==> src/logic/issuePkg.sv <==
package issuePkg;

    // instruction word and field widths
    localparam int INST_W = 16;
    localparam int OPC_W = 5;
    localparam int REG_W = 3;

    // opcode group prefix, upper bits of the opcode
    localparam int GRP_W = 3;

    // low bit of each register field
    localparam int RS_LO = 8;
    localparam int RT_LO = 5;
    localparam int RD_LO = 2;

    // jal/jalr link register
    localparam logic [REG_W-1:0] LINK_REG = 3'd7;

    // special and jump opcodes
    localparam logic [OPC_W-1:0] OPC_HALT = 5'b00000;
    localparam logic [OPC_W-1:0] OPC_NOP = 5'b00001;
    localparam logic [OPC_W-1:0] OPC_SIIC = 5'b00010;
    localparam logic [OPC_W-1:0] OPC_RTI = 5'b00011;
    localparam logic [OPC_W-1:0] OPC_J = 5'b00100;
    localparam logic [OPC_W-1:0] OPC_JR = 5'b00101;
    localparam logic [OPC_W-1:0] OPC_JAL = 5'b00110;
    localparam logic [OPC_W-1:0] OPC_JALR = 5'b00111;

    // memory and load-immediate opcodes
    localparam logic [OPC_W-1:0] OPC_ST = 5'b10000;
    localparam logic [OPC_W-1:0] OPC_LD = 5'b10001;
    localparam logic [OPC_W-1:0] OPC_SLBI = 5'b10010;
    localparam logic [OPC_W-1:0] OPC_STU = 5'b10011;
    localparam logic [OPC_W-1:0] OPC_LBI = 5'b11000;

    // R-format alu opcodes
    localparam logic [OPC_W-1:0] OPC_BITOP = 5'b11010;
    localparam logic [OPC_W-1:0] OPC_ARITH = 5'b11011;

    // wildcard groups, matched on the upper three opcode bits
    // branch 011xx, set 111xx, immediates 010xx and 101xx
    localparam logic [GRP_W-1:0] GRP_BRANCH = 3'b011;
    localparam logic [GRP_W-1:0] GRP_SET = 3'b111;
    localparam logic [GRP_W-1:0] GRP_IMM_ARITH = 3'b010;
    localparam logic [GRP_W-1:0] GRP_IMM_LOGIC = 3'b101;

    // bubble, nop opcode with all-zero operands
    localparam logic [INST_W-1:0] NOP_INST = {OPC_NOP, {(INST_W-OPC_W){1'b0}}};

    // which register fields an instruction reads
    typedef enum logic [2:0] {
        CLS_NONE,
        CLS_RS,
        CLS_RS_RD,
        CLS_RS_RT,
        CLS_HALT
    } instClassE;

    // issue runs until a halt fires
    typedef enum logic {
        ISSUE_RUN,
        ISSUE_HALTED
    } issueStateE;

endpackage

==> src/logic/decodeIf.sv <==
`timescale 1ns/1ps

interface decodeIf import issuePkg::*; ();

    // source operands of the held instruction
    logic             readsRs;
    logic [REG_W-1:0] rsAddr;
    // bits 7..5, store data or R-format rt
    logic             readsRt;
    logic [REG_W-1:0] rtAddr;

    // destination
    logic             writes;
    logic [REG_W-1:0] wrtReg;

    // branch or jump, and halt
    logic             isCtrl;
    logic             isHalt;

    modport dec (
        output readsRs, rsAddr, readsRt, rtAddr,
        output writes, wrtReg, isCtrl, isHalt
    );

    // hazard unit and tracker only look
    modport user (
        input readsRs, rsAddr, readsRt, rtAddr,
        input writes, wrtReg, isCtrl, isHalt
    );

endinterface

==> src/logic/instDecode.sv <==
`timescale 1ns/1ps

module instDecode import issuePkg::*; (
    input  logic [INST_W-1:0] heldInst,
    input  logic              heldValid,
    decodeIf.dec              dec
);

    logic [OPC_W-1:0] opcode;
    logic [GRP_W-1:0] opGroup;
    instClassE        instClass;
    logic             wrtEn;
    logic [REG_W-1:0] wrtDest;
    logic             ctrl;

    assign opcode = heldInst[INST_W-1 -: OPC_W];
    assign opGroup = opcode[OPC_W-1 -: GRP_W];

    // classify by opcode, wildcard groups first
    always_comb begin
        instClass = CLS_NONE;
        wrtEn = 1'b0;
        wrtDest = '0;
        ctrl = 1'b0;
        if (opGroup == GRP_BRANCH) begin
            // branch on rs, resolves in mem
            instClass = CLS_RS;
            ctrl = 1'b1;
        end else if (opGroup == GRP_SET) begin
            instClass = CLS_RS_RT;
            wrtEn = 1'b1;
            wrtDest = heldInst[RD_LO +: REG_W];
        end else if (opGroup == GRP_IMM_ARITH || opGroup == GRP_IMM_LOGIC) begin
            // I-format, result into bits 7..5
            instClass = CLS_RS;
            wrtEn = 1'b1;
            wrtDest = heldInst[RT_LO +: REG_W];
        end else begin
            case (opcode)
                OPC_HALT: instClass = CLS_HALT;
                OPC_NOP, OPC_SIIC, OPC_RTI: instClass = CLS_NONE;
                OPC_J: ctrl = 1'b1;
                OPC_JR: begin
                    instClass = CLS_RS;
                    ctrl = 1'b1;
                end
                OPC_JAL: begin
                    ctrl = 1'b1;
                    wrtEn = 1'b1;
                    wrtDest = LINK_REG;
                end
                OPC_JALR: begin
                    instClass = CLS_RS;
                    ctrl = 1'b1;
                    wrtEn = 1'b1;
                    wrtDest = LINK_REG;
                end
                // store reads its data register, writes nothing
                OPC_ST: instClass = CLS_RS_RD;
                // stu also writes the updated base back
                OPC_STU: begin
                    instClass = CLS_RS_RD;
                    wrtEn = 1'b1;
                    wrtDest = heldInst[RS_LO +: REG_W];
                end
                OPC_LD: begin
                    instClass = CLS_RS;
                    wrtEn = 1'b1;
                    wrtDest = heldInst[RT_LO +: REG_W];
                end
                // slbi shifts rs in place
                OPC_SLBI: begin
                    instClass = CLS_RS;
                    wrtEn = 1'b1;
                    wrtDest = heldInst[RS_LO +: REG_W];
                end
                OPC_LBI: begin
                    wrtEn = 1'b1;
                    wrtDest = heldInst[RS_LO +: REG_W];
                end
                OPC_BITOP, OPC_ARITH: begin
                    instClass = CLS_RS_RT;
                    wrtEn = 1'b1;
                    wrtDest = heldInst[RD_LO +: REG_W];
                end
                // remaining R-format (btr) reads only rs
                default: begin
                    instClass = CLS_RS;
                    wrtEn = 1'b1;
                    wrtDest = heldInst[RD_LO +: REG_W];
                end
            endcase
        end
    end

    // empty holding register decodes to nothing
    assign dec.readsRs = heldValid && (instClass inside {CLS_RS, CLS_RS_RD, CLS_RS_RT});
    assign dec.readsRt = heldValid && (instClass inside {CLS_RS_RD, CLS_RS_RT});
    assign dec.rsAddr = heldValid ? heldInst[RS_LO +: REG_W] : '0;
    assign dec.rtAddr = heldValid ? heldInst[RT_LO +: REG_W] : '0;
    assign dec.writes = heldValid && wrtEn;
    assign dec.wrtReg = heldValid ? wrtDest : '0;
    assign dec.isCtrl = heldValid && ctrl;
    assign dec.isHalt = heldValid && (instClass == CLS_HALT);

endmodule

==> src/logic/hazardDetect.sv <==
`timescale 1ns/1ps

module hazardDetect import issuePkg::*; #(
    parameter int TRACK_DEPTH = 3
) (
    decodeIf.user                           dec,
    input  logic [TRACK_DEPTH-1:0]            trkWrt,
    input  logic [TRACK_DEPTH-1:0][REG_W-1:0] trkReg,
    input  logic [TRACK_DEPTH-1:0]            trkCtrl,
    output logic                              stall
);

    // per-stage source matches
    logic [TRACK_DEPTH-1:0] rsHit;
    logic [TRACK_DEPTH-1:0] rtHit;
    logic                   rawHazard;
    logic                   ctrlHazard;

    // compare each source against every in-flight write
    // writeback is not in the window, regfile writes before read
    always_comb begin
        for (int i = 0; i < TRACK_DEPTH; i++) begin
            rsHit[i] = dec.readsRs && trkWrt[i] && (trkReg[i] == dec.rsAddr);
            rtHit[i] = dec.readsRt && trkWrt[i] && (trkReg[i] == dec.rtAddr);
        end
    end

    // any stage producing a register we read
    assign rawHazard = (|rsHit) | (|rtHit);

    // branches resolve in mem, so hold everything
    // until the transfer has left the window
    assign ctrlHazard = |trkCtrl;

    assign stall = rawHazard | ctrlHazard;

endmodule

==> src/logic/pipeTracker.sv <==
`timescale 1ns/1ps

module pipeTracker import issuePkg::*; #(
    parameter int TRACK_DEPTH = 3
) (
    input  logic                              clk,
    input  logic                              rstN,
    input  logic                              issueFire,
    decodeIf.user                           dec,
    output logic [TRACK_DEPTH-1:0]            trkWrt,
    output logic [TRACK_DEPTH-1:0][REG_W-1:0] trkReg,
    output logic [TRACK_DEPTH-1:0]            trkCtrl
);

    // entry for stage 0, empty on a bubble
    logic             newWrt;
    logic [REG_W-1:0] newReg;
    logic             newCtrl;

    assign newWrt = issueFire && dec.writes;
    assign newReg = issueFire ? dec.wrtReg : '0;
    assign newCtrl = issueFire && dec.isCtrl;

    // stage 0 = decode, shifts every cycle
    always_ff @(posedge clk) begin
        if (!rstN) begin
            trkWrt <= '0;
            trkReg <= '0;
            trkCtrl <= '0;
        end else begin
            trkWrt[0] <= newWrt;
            trkReg[0] <= newReg;
            trkCtrl[0] <= newCtrl;
            // older stages move one step on
            for (int i = 1; i < TRACK_DEPTH; i++) begin
                trkWrt[i] <= trkWrt[i-1];
                trkReg[i] <= trkReg[i-1];
                trkCtrl[i] <= trkCtrl[i-1];
            end
        end
    end

endmodule

==> src/logic/issueStage.sv <==
`timescale 1ns/1ps

module issueStage import issuePkg::*; (
    input  logic              clk,
    input  logic              rstN,
    input  logic              instValid,
    input  logic [INST_W-1:0] instData,
    output logic              instReady,
    input  logic              stall,
    input  logic              isHalt,
    output logic [INST_W-1:0] heldInst,
    output logic              heldValid,
    output logic              issueFire,
    output logic [INST_W-1:0] issueInst,
    output logic              halted
);

    issueStateE state;
    logic       running;
    logic       accept;

    assign running = (state == ISSUE_RUN);

    // held instruction leaves this cycle
    assign issueFire = heldValid && !stall && running;

    // room when empty or draining, never after halt
    // held low through reset
    assign instReady = rstN && running && (!heldValid || issueFire);
    assign accept = instValid && instReady;

    // one-entry holding register
    always_ff @(posedge clk) begin
        if (!rstN) begin
            heldValid <= 1'b0;
        end else if (accept) begin
            heldValid <= 1'b1;
        end else if (issueFire) begin
            heldValid <= 1'b0;
        end
    end

    // payload only, qualified by heldValid
    always_ff @(posedge clk) begin
        if (accept) begin
            heldInst <= instData;
        end
    end

    // issue slot, bubble on every cycle without a fire
    always_ff @(posedge clk) begin
        if (!rstN) begin
            issueInst <= NOP_INST;
        end else begin
            issueInst <= issueFire ? heldInst : NOP_INST;
        end
    end

    // halt goes out once, then issue freezes until reset
    always_ff @(posedge clk) begin
        if (!rstN) begin
            state <= ISSUE_RUN;
        end else if (issueFire && isHalt) begin
            state <= ISSUE_HALTED;
        end
    end

    assign halted = (state == ISSUE_HALTED);

endmodule

==> src/logic/issueCtrlTop.sv <==
`timescale 1ns/1ps

module issueCtrlTop import issuePkg::*; #(
    parameter int TRACK_DEPTH = 3
) (
    input  logic              clk,
    input  logic              rstN,
    input  logic              instValid,
    input  logic [INST_W-1:0] instData,
    output logic              instReady,
    output logic [INST_W-1:0] issueInst,
    output logic              halted
);

    // decoded view of the held instruction
    decodeIf decBus ();

    // holding register to decoder
    logic [INST_W-1:0] heldInst;
    logic              heldValid;

    // issue strobe and stall
    logic issueFire;
    logic stall;

    // in-flight status, stage 0 is decode
    logic [TRACK_DEPTH-1:0]            trkWrt;
    logic [TRACK_DEPTH-1:0][REG_W-1:0] trkReg;
    logic [TRACK_DEPTH-1:0]            trkCtrl;

    issueStage i_issueStage (
        .clk       (clk),
        .rstN      (rstN),
        .instValid (instValid),
        .instData  (instData),
        .instReady (instReady),
        .stall     (stall),
        .isHalt    (decBus.isHalt),
        .heldInst  (heldInst),
        .heldValid (heldValid),
        .issueFire (issueFire),
        .issueInst (issueInst),
        .halted    (halted)
    );

    instDecode i_instDecode (
        .heldInst  (heldInst),
        .heldValid (heldValid),
        .dec       (decBus.dec)
    );

    hazardDetect #(.TRACK_DEPTH(TRACK_DEPTH)) i_hazardDetect (
        .dec     (decBus.user),
        .trkWrt  (trkWrt),
        .trkReg  (trkReg),
        .trkCtrl (trkCtrl),
        .stall   (stall)
    );

    pipeTracker #(.TRACK_DEPTH(TRACK_DEPTH)) i_pipeTracker (
        .clk       (clk),
        .rstN      (rstN),
        .issueFire (issueFire),
        .dec       (decBus.user),
        .trkWrt    (trkWrt),
        .trkReg    (trkReg),
        .trkCtrl   (trkCtrl)
    );

endmodule

==> config.mk <==
export PLATFORM = sky130hd
export DESIGN_NAME = issueCtrlTop
export DESIGN_NICKNAME = d
export VERILOG_FILES = /design/src/logic/issuePkg.sv /design/src/logic/decodeIf.sv /design/src/logic/instDecode.sv /design/src/logic/hazardDetect.sv /design/src/logic/pipeTracker.sv /design/src/logic/issueStage.sv /design/src/logic/issueCtrlTop.sv
export SDC_FILE = /design/constraint.sdc
export NUM_CORES = 1
export LEC_CHECK = 0
export BUFFER_PORTS_ARGS = -buffer_cell sky130_fd_sc_hd__buf_4
export CAP_MARGIN = 20
export CORE_UTILIZATION = 40
export DETAILED_ROUTE_END_ITERATION = 6
export GPL_TIMING_DRIVEN = 1
export SKIP_CTS_REPAIR_TIMING = 1
export SYNTH_ARGS = -nofsm -noshare
export SYNTH_HDL_FRONTEND = slang
export SYNTH_SLANG_ARGS = --single-unit
==> constraint.sdc <==
create_clock -name clk -period 5.6 [get_ports clk]
set_input_delay 1.12 -clock clk [delete_from_list [all_inputs] [get_ports clk]]
set_output_delay 1.12 -clock clk [all_outputs]
set_load 0.01 [all_outputs]
### Word-level counts from Yosys, hierarchy flattened

Index checks and enable logic that the tools add are counted.

| storage, ports and cells | value |
|---|---|
| output and inout port bits | 18 |
| latch bits | 0 |
| register bits after elaboration | 49 |
| bits in read-only memories | 0 |
| memory bits (writable) | 0 |
| input bits | 19 |
| memories | 0 |

| cells by class | value |
|---|---|
| reductions and logical operators | 45 |
| divide/modulo/power cells | 0 |
| add/subtract/negate cells | 0 |
| equality and inequality tests | 28 |
| bitwise logic cells | 6 |
| mux-type cells | 19 |
| multiply operators | 0 |
| shift-type cells | 0 |
| order comparisons | 0 |

Operators by type and width:

| operator | count |
|---|---|
| equality test 5 bit, second input constant | 7 |
| logical AND 1 bit | 25 |
| case mux 3 bit (4 select lines) | 2 |
| 2-to-1 mux 3 bit | 7 |
| equality test 5 x 3 -> 1 bit, second input constant | 4 |
| equality test 3 bit | 6 |
| equality test 3 x 2 -> 1 bit, second input constant | 4 |
| OR reduction 3 bit | 4 |
| equality test 5 x 2 -> 1 bit, second input constant | 2 |
| 2-to-1 mux 1 bit | 10 |
| equality test 3 bit, second input constant | 3 |
| OR reduction 4 bit | 2 |
| OR reduction 7 bit | 1 |
| OR reduction 2 bit | 3 |
| OR reduction 6 bit | 1 |
| equality test 5 x 1 -> 1 bit, second input constant | 1 |
| logical NOT 5 bit | 1 |
| inverter 1 bit | 4 |
| nonzero test 2 bit | 2 |
| equality test 3 x 1 -> 1 bit, second input constant | 1 |
| nonzero test 3 bit | 1 |
| logical NOT 1 bit | 2 |
| logical OR 1 bit | 2 |
| bitwise OR 1 bit | 2 |
| AND reduction 2 bit | 1 |

### Longest topological paths before layout

| depth | value |
|---|---|
| depth in word-level cells | 21 |
| mapped depth | 8 |
| mapped depth without buffers | 6 |

### Hierarchy

A second synthesis with hierarchy kept.

| unflattened totals | value |
|---|---|
| cells, all modules | 194 |
| area total of the unflattened synthesis | 2118.3 µm² |

By module, submodules not included:

| module | times used | area an instance (µm²) | cells an instance |
|---|---|---|---|
| issueStage | 1 | 1027.2 | 62 |
| instDecode | 1 | 435.4 | 68 |
| pipeTracker | 1 | 419.2 | 31 |
| hazardDetect | 1 | 236.5 | 33 |

### Worst setup path after synthesis

No wires, ideal clock.

| timing | value |
|---|---|
| path type | input to output |
| start point | input port rstN |
| end point | output port instReady |
| slack | 2.775 ns |
| arrival time | 1.705 ns |
| cell stages on the path | 5 |
| required time | 4.480 ns |
| path through | nand3b_1 > inv_1 > o211ai_2 > buf_4 > nand2_1 |

| on the way | value |
|---|---|
| longest elaborated chain between the ends | 2 |

RTL lines:

| what | RTL line | text |
|---|---|---|
| start: declaration | issueCtrlTop.sv:7 | `input logic rstN,` |
| logical AND 1 bit (2 in a row) | issueStage.sv:29 | `assign instReady = rstN && running && (!heldValid \|\| issueFire);` |
| end: declaration | issueCtrlTop.sv:10 | `output logic instReady,` |

Every way passes these cells.

### Worst setup path in the final report

| timing | value |
|---|---|
| start point | register i_issueStage.heldValid |
| end point | output port instReady |

| on the way | value |
|---|---|
| longest elaborated chain between the ends | 11 |

RTL lines:

| what | RTL line | text |
|---|---|---|
| start: declaration | issueStage.sv:12 | `output logic heldValid,` |
| start signal: assignment | issueStage.sv:35 | `heldValid <= 1'b0;` |
| start signal: assignment | issueStage.sv:37 | `heldValid <= 1'b1;` |
| start signal: assignment | issueStage.sv:39 | `heldValid <= 1'b0;` |
| 2-to-1 mux 3 bit, or another cell as far along | instDecode.sv:99 | `assign dec.rsAddr = heldValid ? heldInst[RS_LO +: REG_W] : '0;` |
| equality test 3 bit, or another cell as far along | hazardDetect.sv:23 | `rsHit[i] = dec.readsRs && trkWrt[i] && (trkReg[i] == dec.rsAddr);` |
| logical AND 1 bit (on tied branches) | hazardDetect.sv:23, hazardDetect.sv:24 |  |
| OR reduction 3 bit | hazardDetect.sv:29 | `assign rawHazard = (\|rsHit) \| (\|rtHit);` |
| bitwise OR 1 bit | hazardDetect.sv:29 |  |
| bitwise OR 1 bit | hazardDetect.sv:35 | `assign stall = rawHazard \| ctrlHazard;` |
| logical NOT 1 bit | issueStage.sv:25 | `assign issueFire = heldValid && !stall && running;` |
| logical AND 1 bit (2 in a row) | issueStage.sv:25 |  |
| logical OR 1 bit (*) | issueStage.sv:29 |  |
| logical AND 1 bit (*) | issueStage.sv:29 |  |

Every way passes the cells marked *; elsewhere a longest branch is shown, timed or not.

==> flow_metrics.py <==
metrics = {
    "detailed_routing": {
        "via_count": 1602,
        "drt-vias-per-instance": 5.07,
        "wl_met3_um": 167,
        "drt_iter0_drc": 71,
        "postRouteAntennaNets": 0,
        "first_pass_iters": 5,
        "wirelength_um": 4370,
        "drt-met1-wl_um": 2040,
        "wire_per_inst_um": 13.8,
        "post-route-drc-count": 0,
        "met2_length_um": 2120,
        "highest_layer": "met4",
    },
    "timing": {
        "worstMarginPinSlew_ns": 0.660,
        "finalClockSkew_ns": 0.00729,
        "max_slew_margin": 0.559,
        "rsz0062_at_grt": "false",
        "period_share": 0.626,
        "setup_tns_ns": 0,
        "min_period_ns": 3.50,
        "drv_slew": 0,
        "setup_violations": 0,
        "fmax_mhz": 285,
        "hold_viol_final": 0,
        "worst_slack_ns": 2.10,
    },
    "yosys": {
        "synth_top_area_frac": 0.311,
        "syn_nets": 230,
        "avgSynthCellArea_um2": 10.1,
        "seq_area_frac_synth": 0.537,
        "synth_seq_cells": 49,
        "synth_cells": 211,
        "ys_async_sr_fraction": 0,
        "syn_area_um2": 2120,
        "synth.distinct_cells": 46,
        "synth_edf_count": 16,
        "synthFlopType": "dfxtp_1",
        "synth.area.top_cells": "dfxtp_1 31%, edfxtp_1 23%, nor2_1 5.3%, inv_1 3.4%, and2_1 2.9%",
        "ys_warn_count": 0,
        "synth_area_leader_cell": "dfxtp_1",
    },
    "critical_path": {
        "setup.worst_path.start": "i_issueStage.heldValid",
        "critical_path_required_ns": 4.48,
        "critPathLaunchType": "flop",
        "arrival_ns": 2.38,
        "reg2reg_from": "i_issueStage.heldValid",
        "path_class": "flop to output pin",
        "end_kind": "output pin",
        "crit_fanout": 23,
    },
    "layout": {
        "area_growth_syn_to_layout_pct": 19.9,
        "fin_util": 0.499,
        "diodes": 0,
        "fillCellCount": 499,
        "fin_nets": 264,
        "stdcell_area_um2": 2550,
        "drive_gt1_frac": 0.248,
    },
    "clock_network": {
        "cts-root-buf": "clkbuf_8",
        "clk-insertion-delay-late_ns": 0.30,
        "cts_num_sinks": 49,
        "cts_tree": "built",
        "clockBufferDepth": 2,
        "cts-buffers-inserted": 5,
        "cts-htree-levels": 2,
        "cts.clk_slew.worst_paths_ns": 0.09,
    },
    "floorplan": {
        "die_y_um": 74.9,
        "die-area_um2": 5600,
        "die_width_um": 74.9,
        "coreArea_um2": 5110,
        "ios": 37,
        "start_util": 0.416,
        "rows": 26,
    },
    "placement": {
        "placed_cell_area_um2": 2420,
        "dp_hpwl_um": 3130,
        "dp_slack_ns": 2.44,
        "portBuffers": 36,
        "gp_congestion": 0.772,
    },
    "pwr": {
        "p_leak_nw": 1.04,
        "clock_power_share": 0.362,
        "combPwrFrac": 0.105,
        "internal_power_mw": 0.580,
        "p_seq_frac": 0.533,
        "power_density_nw_per_um2": 295,
        "switching_share": 0.229,
        "p_sw_mw": 0.172,
        "max-vdd-ir-drop_uv": 192,
    },
    "grt": {
        "antenna_found_initial": 0,
        "grt_pass1_vias": 1566,
        "gr-total-overflow": 0,
        "grt_pass1_wl_um": 7450,
        "grt_max_degree": 24,
        "track_usage": 0.181,
    },
    "run": {
        "maxCapViolations": 0,
    },
    "outcome": {
        "status": "finished clean",
    },
    "min_path": {
        "worstHoldStart": "i_pipeTracker.trkCtrl[1]",
        "hp-class": "flop to flop",
    },
}
layout by cell type, fill, tap and decap left out, types with 2 or more instances in the layout:
master,count
a211oi_1,3
or2_1,3
a2bb2oi_1,2
and2_1,10
or3_1,2
a2111oi_1,3
o22ai_1,7
a21oi_2,2
inv_1,19
o21ai_1,3
buf_4,38
nand3_1,2
nor2b_1,4
nor3_1,3
a2111oi_2,3
o21ai_0,4
clkbuf_8,5
nand2b_1,2
a211oi_2,3
and3_1,5
a21oi_1,9
dfxtp_1,33
a221o_1,2
o221ai_1,4
nor2_1,30
edfxtp_1,16
nand2_1,9
final cells by class:
type	instances	area (um^2)	area share
flip-flops and latches	49	1140	0.448
multi-input cells	131	828	0.325
repair buffers	38	285	0.112
clock buffers	6	93.8	0.0369
well taps	70	87.6	0.0344
inverters	20	75.1	0.0295
clock inverters	2	35.0	0.0138
state kept, by name, summed over array words and instances, names as in the netlist:
signal                  count
i_pipeTracker.trkWrt        3
i_issueStage.halted         1
i_issueStage.heldInst      16
i_pipeTracker.trkReg        9
i_issueStage.heldValid      1
i_issueStage.issueInst     16
i_pipeTracker.trkCtrl       3
synthesized netlist by cell type, types with 2 or more instances:
master     instances
nand3_1            2
or2_1              3
o221ai_1           4
nor2b_1            4
and2_1            10
dfxtp_1           33
buf_6              3
a211oi_2           3
nor3_1             3
o21ai_0            4
edfxtp_1          16
nor2_1            30
inv_1             19
o21ai_1            3
a2111oi_2          3
a2111oi_1          3
or3_1              2
a21oi_2            2
a21oi_1            9
clkbuf_1           2
a221o_1            2
and3_1             5
nand2_1            9
nand2b_1           2
o22ai_1            7
buf_2              3
a211oi_1           3
a2bb2oi_1          2
buf_4              3
worst max-delay path, stage by stage (launching register included):
cell and delay [ns]:
dfxtp_1 0.75, and3_1 0.26, o22ai_1 0.07, a2111oi_1 0.53, o31ai_2 0.15, o211ai_2 0.10, nand2_1 0.08, buf_4 0.15
path summary, 6_finish.rpt:
check / to / slack, ns / cells after the start
worst min-delay path: i_pipeTracker.trkCtrl[2] / 0.46 / 1
worst max register to register: i_issueStage.heldInst[5] / 2.89 / 8
worst min register to register: i_pipeTracker.trkCtrl[2] / 0.46 / 1
worst max-delay path: instReady / 2.10 / 7
power groups by stage:
stage          clock network, mW  registers, mW  logic [mW]
6_report                   0.272          0.401      0.0791
5_1_grt                    0.297          0.404      0.0886
4_1_cts                    0.281          0.401      0.0800
3_5_place_dp                   0          0.409      0.0795
3_3_place_gp                   0          0.409      0.0791
2_1_floorplan                  0          0.401      0.0586
layer usage:
metal / track usage / vias up
met3: 0.0415 / 4
met4: 0.0671 / 0
met2: 0.298 / 42
met1: 0.233 / 745
li1: - / 811
met5: 0 / -
cell families after synthesis:
group | Yosys count | share of synthesized area
flip-flops | 49 | 0.537
AND/OR/NAND/NOR | 75 | 0.179
XOR/XNOR | 1 | 0.00413
buffers and inverters | 31 | 0.0725
AO/OA/AOI/OAI | 55 | 0.207
stage by stage:
step / hold slack (ns) / std cells / total power, mW
2_1_floorplan: 0.426 / 211 / 0.460
3_3_place_gp: 0.444 / 308 / 0.488
3_5_place_dp: 0.448 / 308 / 0.489
4_1_cts: 0.464 / 316 / 0.762
5_1_grt: 0.493 / 316 / 0.789
6_report: 0.463 / 316 / 0.752
(Power assumes the default switching activity.)
